$ cat src/design/gba_io_macros.svh
`ifndef GBA_IO_MACROS_SVH
`define GBA_IO_MACROS_SVH

// Register data and index widths
`define IO_DATA_W 16
`define IO_ADDR_W 5

`define NUM_TIMERS 4
`define NUM_LED_REGS 4

// IE/IF width, timer 0 sits at bit 3
`define IRQ_W 14
`define IRQ_TIMER_BASE 3

`endif

$ cat src/design/gba_bus_pkg.sv
`include "gba_io_macros.svh"

package gba_bus_pkg;

    typedef enum logic {
        OP_READ  = 1'b0,
        OP_WRITE = 1'b1
    } bus_op_e;

    // CPU side request, one outstanding at a time
    typedef struct packed {
        bus_op_e               op;
        logic [`IO_ADDR_W-1:0] addr;
        logic [`IO_DATA_W-1:0] wdata;
    } bus_req_t;

    // Unmapped index or KEYINPUT write sets err
    typedef struct packed {
        logic [`IO_DATA_W-1:0] rdata;
        logic                  err;
    } bus_resp_t;

endpackage: gba_bus_pkg

$ cat src/design/gba_io_pkg.sv
`include "gba_io_macros.svh"

package gba_io_pkg;

    typedef enum logic [`IO_ADDR_W-1:0] {
        REG_TM0CNT_L = 5'd0,
        REG_TM0CNT_H = 5'd1,
        REG_TM1CNT_L = 5'd2,
        REG_TM1CNT_H = 5'd3,
        REG_TM2CNT_L = 5'd4,
        REG_TM2CNT_H = 5'd5,
        REG_TM3CNT_L = 5'd6,
        REG_TM3CNT_H = 5'd7,
        REG_KEYINPUT = 5'd8,
        REG_IE       = 5'd9,
        REG_IF       = 5'd10,
        REG_IME      = 5'd11,
        REG_LED0     = 5'd12,
        REG_LED1     = 5'd13,
        REG_LED2     = 5'd14,
        REG_LED3     = 5'd15
    } io_reg_e;

    typedef enum logic [1:0] {
        PRE_1    = 2'd0,
        PRE_64   = 2'd1,
        PRE_256  = 2'd2,
        PRE_1024 = 2'd3
    } tm_prescale_e;

    // TMxCNT_H bits 1:0, 2, 6 and 7
    typedef struct packed {
        tm_prescale_e prescale;
        logic         cascade;
        logic         irq_en;
        logic         start;
    } tm_ctrl_t;

endpackage: gba_io_pkg

$ cat src/design/gba_io_top.sv
`timescale 1ns/1ns
`include "gba_io_macros.svh"
`default_nettype none

module gba_io_top (
    input  logic                   gba_clk,
    input  logic                   arst_n,
    input  logic                   req_valid,
    output logic                   req_ready,
    input  gba_bus_pkg::bus_req_t  req,
    output logic                   resp_valid,
    input  logic                   resp_ready,
    output gba_bus_pkg::bus_resp_t resp,
    input  logic [`IO_DATA_W-1:0]  buttons,
    input  logic [7:0]             led_sel,
    output logic [7:0]             led,
    output logic                   irq_n);

    import gba_io_pkg::*;

    tm_ctrl_t               tm_ctrl [`NUM_TIMERS];
    logic [`IO_DATA_W-1:0]  tm_reload [`NUM_TIMERS];
    logic [`IO_DATA_W-1:0]  tm_count [`NUM_TIMERS];
    logic [`NUM_TIMERS-1:0] tm_ovf;
    logic [`NUM_TIMERS-1:0] tm_irq_en;
    logic [`IRQ_W-1:0]      ie;
    logic [`IRQ_W-1:0]      reg_if;
    logic [`IRQ_W-1:0]      if_ack;
    logic                   ime;
    logic [`IO_DATA_W-1:0]  led_regs [`NUM_LED_REGS];

    for (genvar i = 0; i < `NUM_TIMERS; i++) begin : g_irq_en
        assign tm_irq_en[i] = tm_ctrl[i].irq_en;
    end

    io_reg_file u_io_reg_file (.gba_clk, .arst_n, .req_valid, .req_ready, .req,
                               .resp_valid, .resp_ready, .resp, .buttons,
                               .tm_count, .reg_if, .tm_ctrl, .tm_reload,
                               .ie, .ime, .if_ack, .led_regs);

    timer_unit u_timer_unit (.gba_clk, .arst_n, .tm_ctrl, .tm_reload,
                             .tm_count, .tm_ovf);

    interrupt_controller u_interrupt_controller (.gba_clk, .arst_n, .tm_ovf,
                                                 .tm_irq_en, .ie, .ime, .if_ack,
                                                 .reg_if, .irq_n);

    // Debug byte for the board LEDs
    led_controller u_led_controller (.led_sel, .led_regs, .buttons, .led);

endmodule: gba_io_top

`default_nettype wire

$ cat src/design/interrupt_controller.sv
`timescale 1ns/1ns
`include "gba_io_macros.svh"
`default_nettype none

module interrupt_controller (
    input  logic                   gba_clk,
    input  logic                   arst_n,
    input  logic [`NUM_TIMERS-1:0] tm_ovf,
    input  logic [`NUM_TIMERS-1:0] tm_irq_en,
    input  logic [`IRQ_W-1:0]      ie,
    input  logic                   ime,
    input  logic [`IRQ_W-1:0]      if_ack,
    output logic [`IRQ_W-1:0]      reg_if,
    output logic                   irq_n);

    logic [`IRQ_W-1:0] if_set;

    // Timer events land at their IF positions
    always_comb begin
        if_set = '0;
        if_set[`IRQ_TIMER_BASE +: `NUM_TIMERS] = tm_ovf & tm_irq_en;
    end

    always_ff @(posedge gba_clk or negedge arst_n) begin
        if (!arst_n) begin
            reg_if <= '0;
        end else begin
            // A new event beats a clear in the same cycle
            reg_if <= (reg_if & ~if_ack) | if_set;
        end
    end

    always_ff @(posedge gba_clk or negedge arst_n) begin
        if (!arst_n) begin
            irq_n <= 1'b1;
        end else begin
            irq_n <= !(ime && |(ie & reg_if));
        end
    end

    // A clear held longer would swallow events that follow it
    a_ack_pulse: assert property (@(posedge gba_clk) disable iff (!arst_n)
        |if_ack |=> if_ack == '0);

endmodule: interrupt_controller

`default_nettype wire

$ cat src/design/io_reg_file.sv
`timescale 1ns/1ns
`include "gba_io_macros.svh"
`default_nettype none

module io_reg_file (
    input  logic                   gba_clk,
    input  logic                   arst_n,
    input  logic                   req_valid,
    output logic                   req_ready,
    input  gba_bus_pkg::bus_req_t  req,
    output logic                   resp_valid,
    input  logic                   resp_ready,
    output gba_bus_pkg::bus_resp_t resp,
    input  logic [`IO_DATA_W-1:0]  buttons,
    input  logic [`IO_DATA_W-1:0]  tm_count [`NUM_TIMERS],
    input  logic [`IRQ_W-1:0]      reg_if,
    output gba_io_pkg::tm_ctrl_t   tm_ctrl [`NUM_TIMERS],
    output logic [`IO_DATA_W-1:0]  tm_reload [`NUM_TIMERS],
    output logic [`IRQ_W-1:0]      ie,
    output logic                   ime,
    output logic [`IRQ_W-1:0]      if_ack,
    output logic [`IO_DATA_W-1:0]  led_regs [`NUM_LED_REGS]);

    import gba_bus_pkg::*;
    import gba_io_pkg::*;

    logic                  accept;
    logic                  wr_en;
    io_reg_e               reg_idx;
    logic [1:0]            tm_sel;
    logic [1:0]            led_idx;
    logic [`IO_DATA_W-1:0] rd_data;
    logic                  rd_err;

    function automatic tm_ctrl_t word_to_ctrl(input logic [`IO_DATA_W-1:0] w);
        tm_ctrl_t c;
        c.prescale = tm_prescale_e'(w[1:0]);
        c.cascade  = w[2];
        c.irq_en   = w[6];
        c.start    = w[7];
        return c;
    endfunction

    function automatic logic [`IO_DATA_W-1:0] ctrl_to_word(input tm_ctrl_t c);
        return {8'h00, c.start, c.irq_en, 3'b000, c.cascade, c.prescale};
    endfunction

    assign req_ready = !resp_valid;
    assign accept    = req_valid && req_ready;
    assign wr_en     = accept && (req.op == OP_WRITE);
    assign reg_idx   = io_reg_e'(req.addr);
    assign tm_sel    = req.addr[2:1];
    assign led_idx   = req.addr[1:0];

    // Read mux, sampled on the accept edge
    always_comb begin
        rd_data = '0;
        rd_err  = 1'b0;
        case (reg_idx)
            REG_TM0CNT_L, REG_TM1CNT_L, REG_TM2CNT_L, REG_TM3CNT_L:
                rd_data = tm_count[tm_sel];
            REG_TM0CNT_H, REG_TM1CNT_H, REG_TM2CNT_H, REG_TM3CNT_H:
                rd_data = ctrl_to_word(tm_ctrl[tm_sel]);
            REG_KEYINPUT: begin
                rd_data = buttons;
                rd_err  = (req.op == OP_WRITE);
            end
            REG_IE:  rd_data = `IO_DATA_W'(ie);
            REG_IF:  rd_data = `IO_DATA_W'(reg_if);
            REG_IME: rd_data = `IO_DATA_W'(ime);
            REG_LED0, REG_LED1, REG_LED2, REG_LED3:
                rd_data = led_regs[led_idx];
            default: rd_err = 1'b1;
        endcase
    end

    always_ff @(posedge gba_clk or negedge arst_n) begin
        if (!arst_n) begin
            for (int i = 0; i < `NUM_TIMERS; i++) begin
                tm_ctrl[i] <= '0;
            end
            for (int i = 0; i < `NUM_LED_REGS; i++) begin
                led_regs[i] <= '0;
            end
            ie     <= '0;
            ime    <= 1'b0;
            if_ack <= '0;
        end else begin
            // Acknowledge lasts one cycle only
            if_ack <= '0;
            if (wr_en) begin
                case (reg_idx)
                    REG_TM0CNT_H, REG_TM1CNT_H, REG_TM2CNT_H, REG_TM3CNT_H:
                        tm_ctrl[tm_sel] <= word_to_ctrl(req.wdata);
                    REG_IE:  ie     <= req.wdata[`IRQ_W-1:0];
                    REG_IF:  if_ack <= req.wdata[`IRQ_W-1:0];
                    REG_IME: ime    <= req.wdata[0];
                    REG_LED0, REG_LED1, REG_LED2, REG_LED3:
                        led_regs[led_idx] <= req.wdata;
                    default: ;
                endcase
            end
        end
    end

    // Reload values, used by the timers on start
    always_ff @(posedge gba_clk) begin
        if (wr_en && (reg_idx inside {REG_TM0CNT_L, REG_TM1CNT_L,
                                      REG_TM2CNT_L, REG_TM3CNT_L})) begin
            tm_reload[tm_sel] <= req.wdata;
        end
    end

    always_ff @(posedge gba_clk or negedge arst_n) begin
        if (!arst_n) begin
            resp_valid <= 1'b0;
        end else if (accept) begin
            resp_valid <= 1'b1;
        end else if (resp_ready) begin
            resp_valid <= 1'b0;
        end
    end

    always_ff @(posedge gba_clk) begin
        if (accept) begin
            resp.rdata <= (req.op == OP_READ) ? rd_data : '0;
            resp.err   <= rd_err;
        end
    end

    a_resp_held: assert property (@(posedge gba_clk) disable iff (!arst_n)
        resp_valid && !resp_ready |=> resp_valid && $stable(resp));

    // One response per request, gone once taken
    a_one_in_flight: assert property (@(posedge gba_clk) disable iff (!arst_n)
        resp_valid && resp_ready |=> !resp_valid);

endmodule: io_reg_file

`default_nettype wire

$ cat src/design/led_controller.sv
`timescale 1ns/1ns
`include "gba_io_macros.svh"
`default_nettype none

module led_controller (
    input  logic [7:0]            led_sel,
    input  logic [`IO_DATA_W-1:0] led_regs [`NUM_LED_REGS],
    input  logic [`IO_DATA_W-1:0] buttons,
    output logic [7:0]            led);

    always_comb begin
        case (led_sel)
            8'h0: led = led_regs[0][7:0];
            8'h1: led = led_regs[0][15:8];
            8'h2: led = led_regs[1][7:0];
            8'h3: led = led_regs[1][15:8];
            8'h4: led = led_regs[2][7:0];
            8'h5: led = led_regs[2][15:8];
            8'h6: led = led_regs[3][7:0];
            8'h7: led = led_regs[3][15:8];
            // Buttons are active low
            default: led = led_sel[7] ? ~buttons[15:8] : ~buttons[7:0];
        endcase
    end

endmodule: led_controller

`default_nettype wire

$ cat src/design/timer_unit.sv
`timescale 1ns/1ns
`include "gba_io_macros.svh"
`default_nettype none

module timer_unit (
    input  logic                  gba_clk,
    input  logic                  arst_n,
    input  gba_io_pkg::tm_ctrl_t  tm_ctrl [`NUM_TIMERS],
    input  logic [`IO_DATA_W-1:0] tm_reload [`NUM_TIMERS],
    output logic [`IO_DATA_W-1:0] tm_count [`NUM_TIMERS],
    output logic [`NUM_TIMERS-1:0] tm_ovf);

    import gba_io_pkg::*;

    for (genvar i = 0; i < `NUM_TIMERS; i++) begin : g_timer
        logic [9:0] presc_cnt;
        logic       start_q;
        logic       tick;
        logic       inc_en;
        logic       start_rise;

        always_comb begin
            case (tm_ctrl[i].prescale)
                PRE_1:   tick = 1'b1;
                PRE_64:  tick = &presc_cnt[5:0];
                PRE_256: tick = &presc_cnt[7:0];
                default: tick = &presc_cnt;
            endcase
        end

        // Timer 0 has nothing below it to cascade from
        if (i == 0) begin : g_base
            assign inc_en = tick;
        end else begin : g_chain
            assign inc_en = tm_ctrl[i].cascade ? tm_ovf[i-1] : tick;
        end

        assign start_rise = tm_ctrl[i].start && !start_q;

        always_ff @(posedge gba_clk or negedge arst_n) begin
            if (!arst_n) begin
                presc_cnt   <= '0;
                start_q     <= 1'b0;
                tm_count[i] <= '0;
                tm_ovf[i]   <= 1'b0;
            end else begin
                presc_cnt <= presc_cnt + 10'd1;
                start_q   <= tm_ctrl[i].start;
                tm_ovf[i] <= 1'b0;
                if (start_rise) begin
                    tm_count[i] <= tm_reload[i];
                end else if (tm_ctrl[i].start && inc_en) begin
                    if (&tm_count[i]) begin
                        tm_count[i] <= tm_reload[i];
                        tm_ovf[i]   <= 1'b1;
                    end else begin
                        tm_count[i] <= tm_count[i] + 1'b1;
                    end
                end
            end
        end

        // Back-to-back pulses only when the reload itself is FFFF
        a_ovf_pulse: assert property (@(posedge gba_clk) disable iff (!arst_n)
            tm_ovf[i] && !(&tm_count[i]) |=> !tm_ovf[i]);
    end

endmodule: timer_unit

`default_nettype wire

$ cat config.mk
export PLATFORM = sky130hd
export DESIGN_NAME = gba_io_top
export DESIGN_NICKNAME = d
export VERILOG_FILES = /design/src/design/gba_bus_pkg.sv /design/src/design/gba_io_pkg.sv /design/src/design/gba_io_top.sv /design/src/design/interrupt_controller.sv /design/src/design/io_reg_file.sv /design/src/design/led_controller.sv /design/src/design/timer_unit.sv
export VERILOG_INCLUDE_DIRS = /design/src /design/src/design
export SDC_FILE = /design/constraint.sdc
export NUM_CORES = 1
export LEC_CHECK = 0
export BUFFER_PORTS_ARGS = -buffer_cell sky130_fd_sc_hd__buf_2
export CAP_MARGIN = 5
export CORE_MARGIN = 2
export CORE_UTILIZATION = 56
export CTS_CLUSTER_DIAMETER = 50
export DETAILED_ROUTE_END_ITERATION = 10
export GPL_ROUTABILITY_DRIVEN = 1
export PLACE_DENSITY = 0.75
export SLEW_MARGIN = 20
export SYNTH_ARGS = -nofsm -noshare
export SYNTH_HDL_FRONTEND = slang
export SYNTH_HIERARCHICAL = 1
export SYNTH_SLANG_ARGS = --single-unit
$ cat constraint.sdc
create_clock -name gba_clk -period 2.71 [get_ports gba_clk]
set_clock_uncertainty 0.05 [all_clocks]
set_input_delay 0.271 -clock gba_clk [delete_from_list [all_inputs] [get_ports gba_clk]]
set_output_delay 0.271 -clock gba_clk [all_outputs]
set_load 0.01 [all_outputs]
; ---- Word-level counts from Yosys, hierarchy flattened
; Index checks and enable logic that the tools add are counted.
[totals]
wordCells = 213
ff_bits = 322
output_inout_bits = 28
[op_classes]
reduce_logical = 57
addsub = 8
order_cmp = 4
n_mux = 57
bitwise = 9
eq_ne = 30
[ops]
columns = op, n
row1 = $mux W16, 18
row2 = $bwmux W64, 2
row3 = $pmux W16 S7, 1
row4 = $add A16 B1 Y16 const B, 4
row5 = $bmux W16 S2, 2
row6 = $demux W16 S2, 2
row7 = $pmux W8 S8, 1
row8 = $reduce_and A16 Y1, 4
row9 = $add A10 B1 Y10 const B, 4
row10 = $eq A5 B4 Y1 const B, 8
row11 = $reduce_and A10 Y1, 4
row12 = $eq A8 B3 Y1 const B, 4
row13 = $reduce_and A8 Y1, 4
row14 = $and A14 B14 Y14, 2
row15 = $mux W14, 2
row16 = $reduce_and A6 Y1, 4
row17 = $bwmux W20, 1
row18 = $eq A5 B3 Y1 const B, 4
row19 = $mux W1, 17
row20 = $eq A8 B2 Y1 const B, 2
row21 = $not A8 Y8, 2
row22 = $mux W5, 3
row23 = $reduce_or A15 Y1, 1
row24 = $logic_and A1 B1 Y1, 14
row25 = 25 further kinds, 55

; ---- Logic depth before layout (Yosys ltp)
[depth]
ltp_word = 6
ltp_mapped = 8

; ---- Cells and area by module
; Netlist, hierarchy kept.
[by_module_without_submodules]
columns = module, seq_area_each_um2, area_each_um2, cells_per_inst, instances
row1 = io_reg_file, 5285.1, 8350.5, 510, 1
row2 = timer_unit, 2802.7, 6362.4, 679, 1
row3 = led_controller, 0.0, 798.3, 113, 1
row4 = interrupt_controller, 376.6, 571.8, 48, 1

; ---- Worst setup path after synthesis
; No wires, ideal clock.
[synth_path]
path_kind = reg-to-reg
startpoint = register u_io_reg_file.resp_valid
endpoint = register u_io_reg_file/tm_ctrl[15] (netlist name)
path_stages_with_launch = 5
path_slack_ps = 112
period_less_slack_ps = 2598
t_required_ps = 2535
setup_ps = 125
n_path_buf = 0
arrival_time_ps = 2423
path_cell_list = dfrtp_1 nor2b_1 nand4_1 nor3_1 mux2_2
[synth_via]
elab_chain_len = 4
[synth_rtl]
columns = item, line
row1 = from (decl), io_reg_file.sv:11  ; output logic resp_valid,
row2 = from (signal assigned), io_reg_file.sv:116  ; resp_valid <= 1'b0;
row3 = from (signal assigned), io_reg_file.sv:118  ; resp_valid <= 1'b1;
row4 = from (signal assigned), io_reg_file.sv:120  ; resp_valid <= 1'b0;
row5 = $logic_not A1 Y1, io_reg_file.sv:48  ; assign req_ready = !resp_valid;
row6 = $logic_and A1 B1 Y1, io_reg_file.sv:49  ; assign accept = req_valid && req_ready;
row7 = named net u_io_reg_file.accept, io_reg_file.sv:27  ; logic accept;
row8 = $logic_and A1 B1 Y1, io_reg_file.sv:50  ; assign wr_en = accept && (req.op == OP_WRITE);
row9 = $reduce_and A2 Y1 (no source line), n/a
; The timed path passes the listed nets, and every way through them passes these cells.
; A chain may end at the register's enable or synchronous reset.

; ---- Worst setup path in the final report
[layout_path]
startpoint = register u_timer_unit.g_timer[0].presc_cnt[0]
endpoint = register u_timer_unit/tm_count[56] (netlist name)
[layout_via]
elab_chain_len = 4
elab_cells_between_ends = 6
cone_classes = mux: 1 / reduce/logical: 5
[layout_rtl]
columns = item, line
row1 = from (decl), timer_unit.sv:16  ; logic [9:0] presc_cnt;
row2 = from (signal assigned), timer_unit.sv:47  ; presc_cnt <= presc_cnt + 10'd1;
row3 = "$reduce_and A10 Y1, or another cell as far along", timer_unit.sv:27  ; default: tick = &presc_cnt;
row4 = $pmux W1 S3 (*), timer_unit.sv:23  ; case (tm_ctrl[i].prescale)
row5 = $logic_and A1 B1 Y1 (*), timer_unit.sv:52  ; end else if (tm_ctrl[i].start && inc_en) begin
row6 = $reduce_bool A2 Y1 (no source line) (*), n/a
row7 = "to (signal, indexed assignment)", timer_unit.sv:51  ; tm_count[i] <= tm_reload[i];
row8 = "to (signal, indexed assignment)", timer_unit.sv:54  ; tm_count[i] <= tm_reload[i];
row9 = "to (signal, indexed assignment)", timer_unit.sv:57  ; tm_count[i] <= tm_count[i] + 1'b1;
row10 = to (decl), timer_unit.sv:10  ; output logic [`IO_DATA_W-1:0] tm_count [`NUM_TIMERS],
; Mark *: on every way between the ends. The rest lies on a longest branch, timed or not.

==> impl_results.md <==
* CP arrival at between 2000 and 3000 ps
* Share of the core filled with cells in the final layout at 0.640
* Fraction of synthesis flops using an asynchronous set or reset pin at 0.748
* Count of nets after finishing at about 1.5k
* Vertical die dimension at 173 um
* Half-perimeter wire length of the detailed placement result at approximately 31000 um
* Post-DR vias/cell at 6.44
* Slew Limit Fails at 0
* Depth of the worst register-to-register path at 6
* Setup Buffers After CTS at 0
* CP Capture Type: flop
* DRT Pass-1 Iters at 5
* Slew at the pin with the worst max-slew slack at approximately 1100 ps
* Final setup fails at 0
* Register share of total power at 0.473
* Average size of a mapped cell at 11.9 um^2
* Fillcell total at 2183
* Startpoint of the worst hold path: req[12]
* Antenna diode count at 0
* Number of enable flip-flop cells after synthesis at 81
* Yosys warning total at 6
* Clock tree root driver cell: clkbuf_16
* Worst hold path class: in2reg
* Kind of launch point of the worst setup path: flop
* Ratio of cells with drive above 1 in the final layout at 0.239
* Largest fanout on the critical path at 12
* Final estimated routing congestion in global placement at ~0.95
* Critical register-to-register path endpoint: u_timer_unit/tm_count[56]
* Design Area, Final at roughly 0.018 mm^2
* Number of remaining DRC errors at 0
* Number of instances in the synthesized netlist at between 1k and 1.5k
* Synthesized area at between 0.015 and 0.02 mm^2
* Required time of the critical path at about 3000 ps
* Number of vias after detailed routing at approximately 12k
* Total internal power at between 9 and 10 mW
* Average wire per cell in the routed design at around 24 um
* Count of non-filler cells in the finished layout at around 1.9k
* Total track usage at 0.305
* Violation count after the first detailed-routing iteration at approximately 1.7k
* Setup repair after global routing missed its margin: no
* R2r setup slk at 310 ps
* Largest net degree at the start of global routing at 76
* CP Cell Sequence: ha_1, nand2_1, nor3_1, o221ai_1, a21oi_1, o22ai_1
* Cell depth of the worst min-delay path at 1
* Area fraction in and, or, nand and nor cells after synthesis at 0.125
* Placed cell count at ~1.8k
* Clock latency on the worst-skew pair at approximately 530 ps
* Main flop type after synthesis: dfrtp_1
* Sequential area share after synthesis at 0.526
* Leakage power summed over all cells at 7.96 nW
* Die outline area at 0.0301 mm^2
* PortBufs at 77
* Number of nets still failing antenna checks after routing at 0
* Clock tree from TritonCTS: built
* Count of cell types in the netlist at 90
* Post-layout minimum cycle time at 2400 ps
* Placed cell area at around 0.017 mm^2
* Number of global-route vias before repair at between 10k and 15k
* Clock network fraction of total power at 0.383
* Area growth from synthesis to layout at 13.4%
* Critical path class: reg2reg
* Launch point of the worst path: u_timer_unit/g_timer[0].presc_cnt[0]
* Sequential cell area at 0.00846 mm^2
* Total of flip-flops plus latches after synthesis at 322
* Global-route wire length before repair at between 70000 and 80000 um
* Number of H-tree levels at 2
* Share of synthesized area spent on multiplexers at 0.175
* Inserted Clock Buffers at 39
* Worst Hold Path EP: u_io_reg_file/tm_reload[60]
* Normalized max-slew margin at 0.286
* Multi-input logic area at between 0.007 and 0.008 mm^2
* Number of max-capacitance violations reported at 0
* XOR/XNOR Fraction of Synth Area at 0.0174
* Critical R2R Launch: u_timer_unit/g_timer[0].presc_cnt[0]
* Final cycle utilization of the critical path at 0.886
* Number of primary I/O pins at between 70 and 80
* Clock sink count at 322
* Floorplan row count at 62
* Number of antenna violations at the first check in global routing at 2
* Run status: finished clean
* Peak supply drop at about 0.35 mV
* Synth Area in Adders at 0.00622
* Wirelength, routed at roughly 45000 um
* Peak per-stage delay on the critical path at about 560 ps
* Horizontal die dimension at ~170 um
* Combinational group share of total power at 0.144
* Core Region at around 0.028 mm^2
* Dominant combinational cell family by area after synthesis: multiplexers
* Proportion of total power due to net switching at 0.298
* Number of buffers on the longest clock path at 3
* Initial core utilization at 0.565
* Post-synthesis compound-gate area fraction at 0.118
* Clock-pin slew on the worst setup and hold paths at roughly 60 ps
* Worst-path cell with the longest stage delay: o221ai_1
* Post-synthesis net count at around 1.4k
* Final hold vios at 0
* Setup TNS after final layout at 0 ps
* Max frequency at approximately 420 MHz
* Grt ovf at 0
* Switch Pwr at around 4 mW
* Cell Pwr Density at a little over 700 mW/mm^2
[Yosys cell counts, drive strengths merged, types with 5 or more instances]
cell type,count,share of area
nor2b,21,0.0082
a21boi,5,0.0023
inv,39,0.0091
o2bb2ai,8,0.0044
a21oi,56,0.019
a21o,5,0.0024
a22o,10,0.0054
o211ai,14,0.0065
o22ai,9,0.0035
o31ai,11,0.0054
edfxtp,81,0.15
xor2,19,0.010
a31oi,11,0.0051
ha,8,0.0062
nand3,56,0.018
a2bb2oi,11,0.0060
and2,18,0.0070
mux2,105,0.078
xnor2,13,0.0071
a41oi,5,0.0032
and4,8,0.0044
a211oi,8,0.0037
dfrtp,240,0.37
nor4,11,0.0056
mux2i,73,0.045
nand2b,9,0.0040
clkbuf,27,0.0064
nand4,18,0.0070
and3,14,0.0054
mux4,37,0.052
nor4b,5,0.0027
buf,43,0.017
nor3,22,0.0072
o21ai,53,0.016
a22oi,27,0.013
nand2,110,0.026
nor2,87,0.022
[critical path, delay by kind of cell, from the launching register on]
kind | cells | cell delay [ps]
AOI/OAI and AO/OA | 3 | 1020
and+or+nand+nor | 2 | 550
DFF | 1 | 380
adders and majority gates | 1 | 230
[layout make-up]
cell class,count,share of cell area
flip-flops and latches,322,0.464
repair buffers,119,0.0414
well taps,384,0.0264
inverters,39,0.00803
clock inverters,21,0.00865
clock buffers,51,0.0611
multi-input cells,919,0.390
[state kept, by name (all words and copies together) (netlist names)]
register	cells
u_interrupt_controller/irq_n	1
u_interrupt_controller/reg_if	14
u_io_reg_file/ie	14
u_io_reg_file/if_ack	14
u_io_reg_file/ime	1
u_io_reg_file/led_regs	64
u_io_reg_file/resp	17
u_io_reg_file/resp_valid	1
u_io_reg_file/tm_ctrl	20
u_io_reg_file/tm_reload	64
u_timer_unit/g_timer.presc_cnt	40
u_timer_unit/g_timer.start_q	4
u_timer_unit/tm_count	64
u_timer_unit/tm_ovf	4
[worst max path at each step]
stage,to
floorplan,u_io_reg_file/tm_ctrl[15]
global placement,u_timer_unit/tm_count[62]
detailed placement,u_timer_unit/tm_count[56]
CTS,u_timer_unit/tm_count[56]
global route,u_timer_unit/tm_count[62]
finish,u_timer_unit/tm_count[56]
[power groups by stage]
stage | registers (mW) | clock network, mW | logic [mW]
6_report | 6.26 | 5.08 | 1.91
2_1_floorplan | 5.95 | 0 | 1.37
4_1_cts | 6.23 | 5.15 | 1.88
5_1_grt | 6.33 | 5.36 | 2.07
3_5_place_dp | 6.31 | 0 | 1.87
3_3_place_gp | 6.28 | 0 | 1.82
[logic make-up (layout without fill, tap and decap cells)]
group,count (synthesis),after routing
mux,215,215
fa+ha+maj,8,8
flops,322,322
xor+xnor,32,32
simple gates,396,396
compound gates,268,268
buf+inv,109,230
[routing by layer]
metal  track usage  wire length [um]  vias to the layer above  part of all wire
met1         0.432             18400                     5941              0.41
met3        0.0678              4760                      111              0.11
li1              -                 -                     5225                 -
met2         0.460             20300                      671              0.45
met4         0.125              1810                        2             0.040
met5             0                13                        -           0.00029
[stage by stage]
step                      hold slack [ps]  setup slack (ps)  power (mW)
after global routing                  111              60.4        13.8
after global placement                230               442        8.10
after CTS                             111               327        13.3
final                                 125               310        13.3
after floorplan                     -74.6               112        7.32
after detailed placement              244               362        8.18
[repair_timing]
action / CTS / global route
gates resized for setup: 0 / 0
endpoints found under the hold margin: 72 / 0
hold buffers: 2 / 0
[cells in the final DEF (no fill, tap or decap), drive strengths merged, types with 9 or more instances in the layout]
| cell | n |
|---|---|
| o21ai | 53 |
| mux2i | 73 |
| a22oi | 27 |
| inv | 46 |
| a31oi | 11 |
| nand2 | 110 |
| buf | 117 |
| nand4 | 18 |
| nor2 | 87 |
| a22o | 10 |
| nor2b | 21 |
| mux2 | 105 |
| edfxtp | 81 |
| nor3 | 22 |
| o22ai | 9 |
| and2 | 18 |
| clkinv | 9 |
| dfrtp | 240 |
| clkbuf | 51 |
| nor4 | 11 |
| and3 | 14 |
| nand3 | 56 |
| o31ai | 11 |
| o211ai | 14 |
| nand2b | 9 |
| xnor2 | 13 |
| a2bb2oi | 11 |
| a21oi | 56 |
| xor2 | 19 |
| mux4 | 37 |
Power figures use the tool's default switching activity.
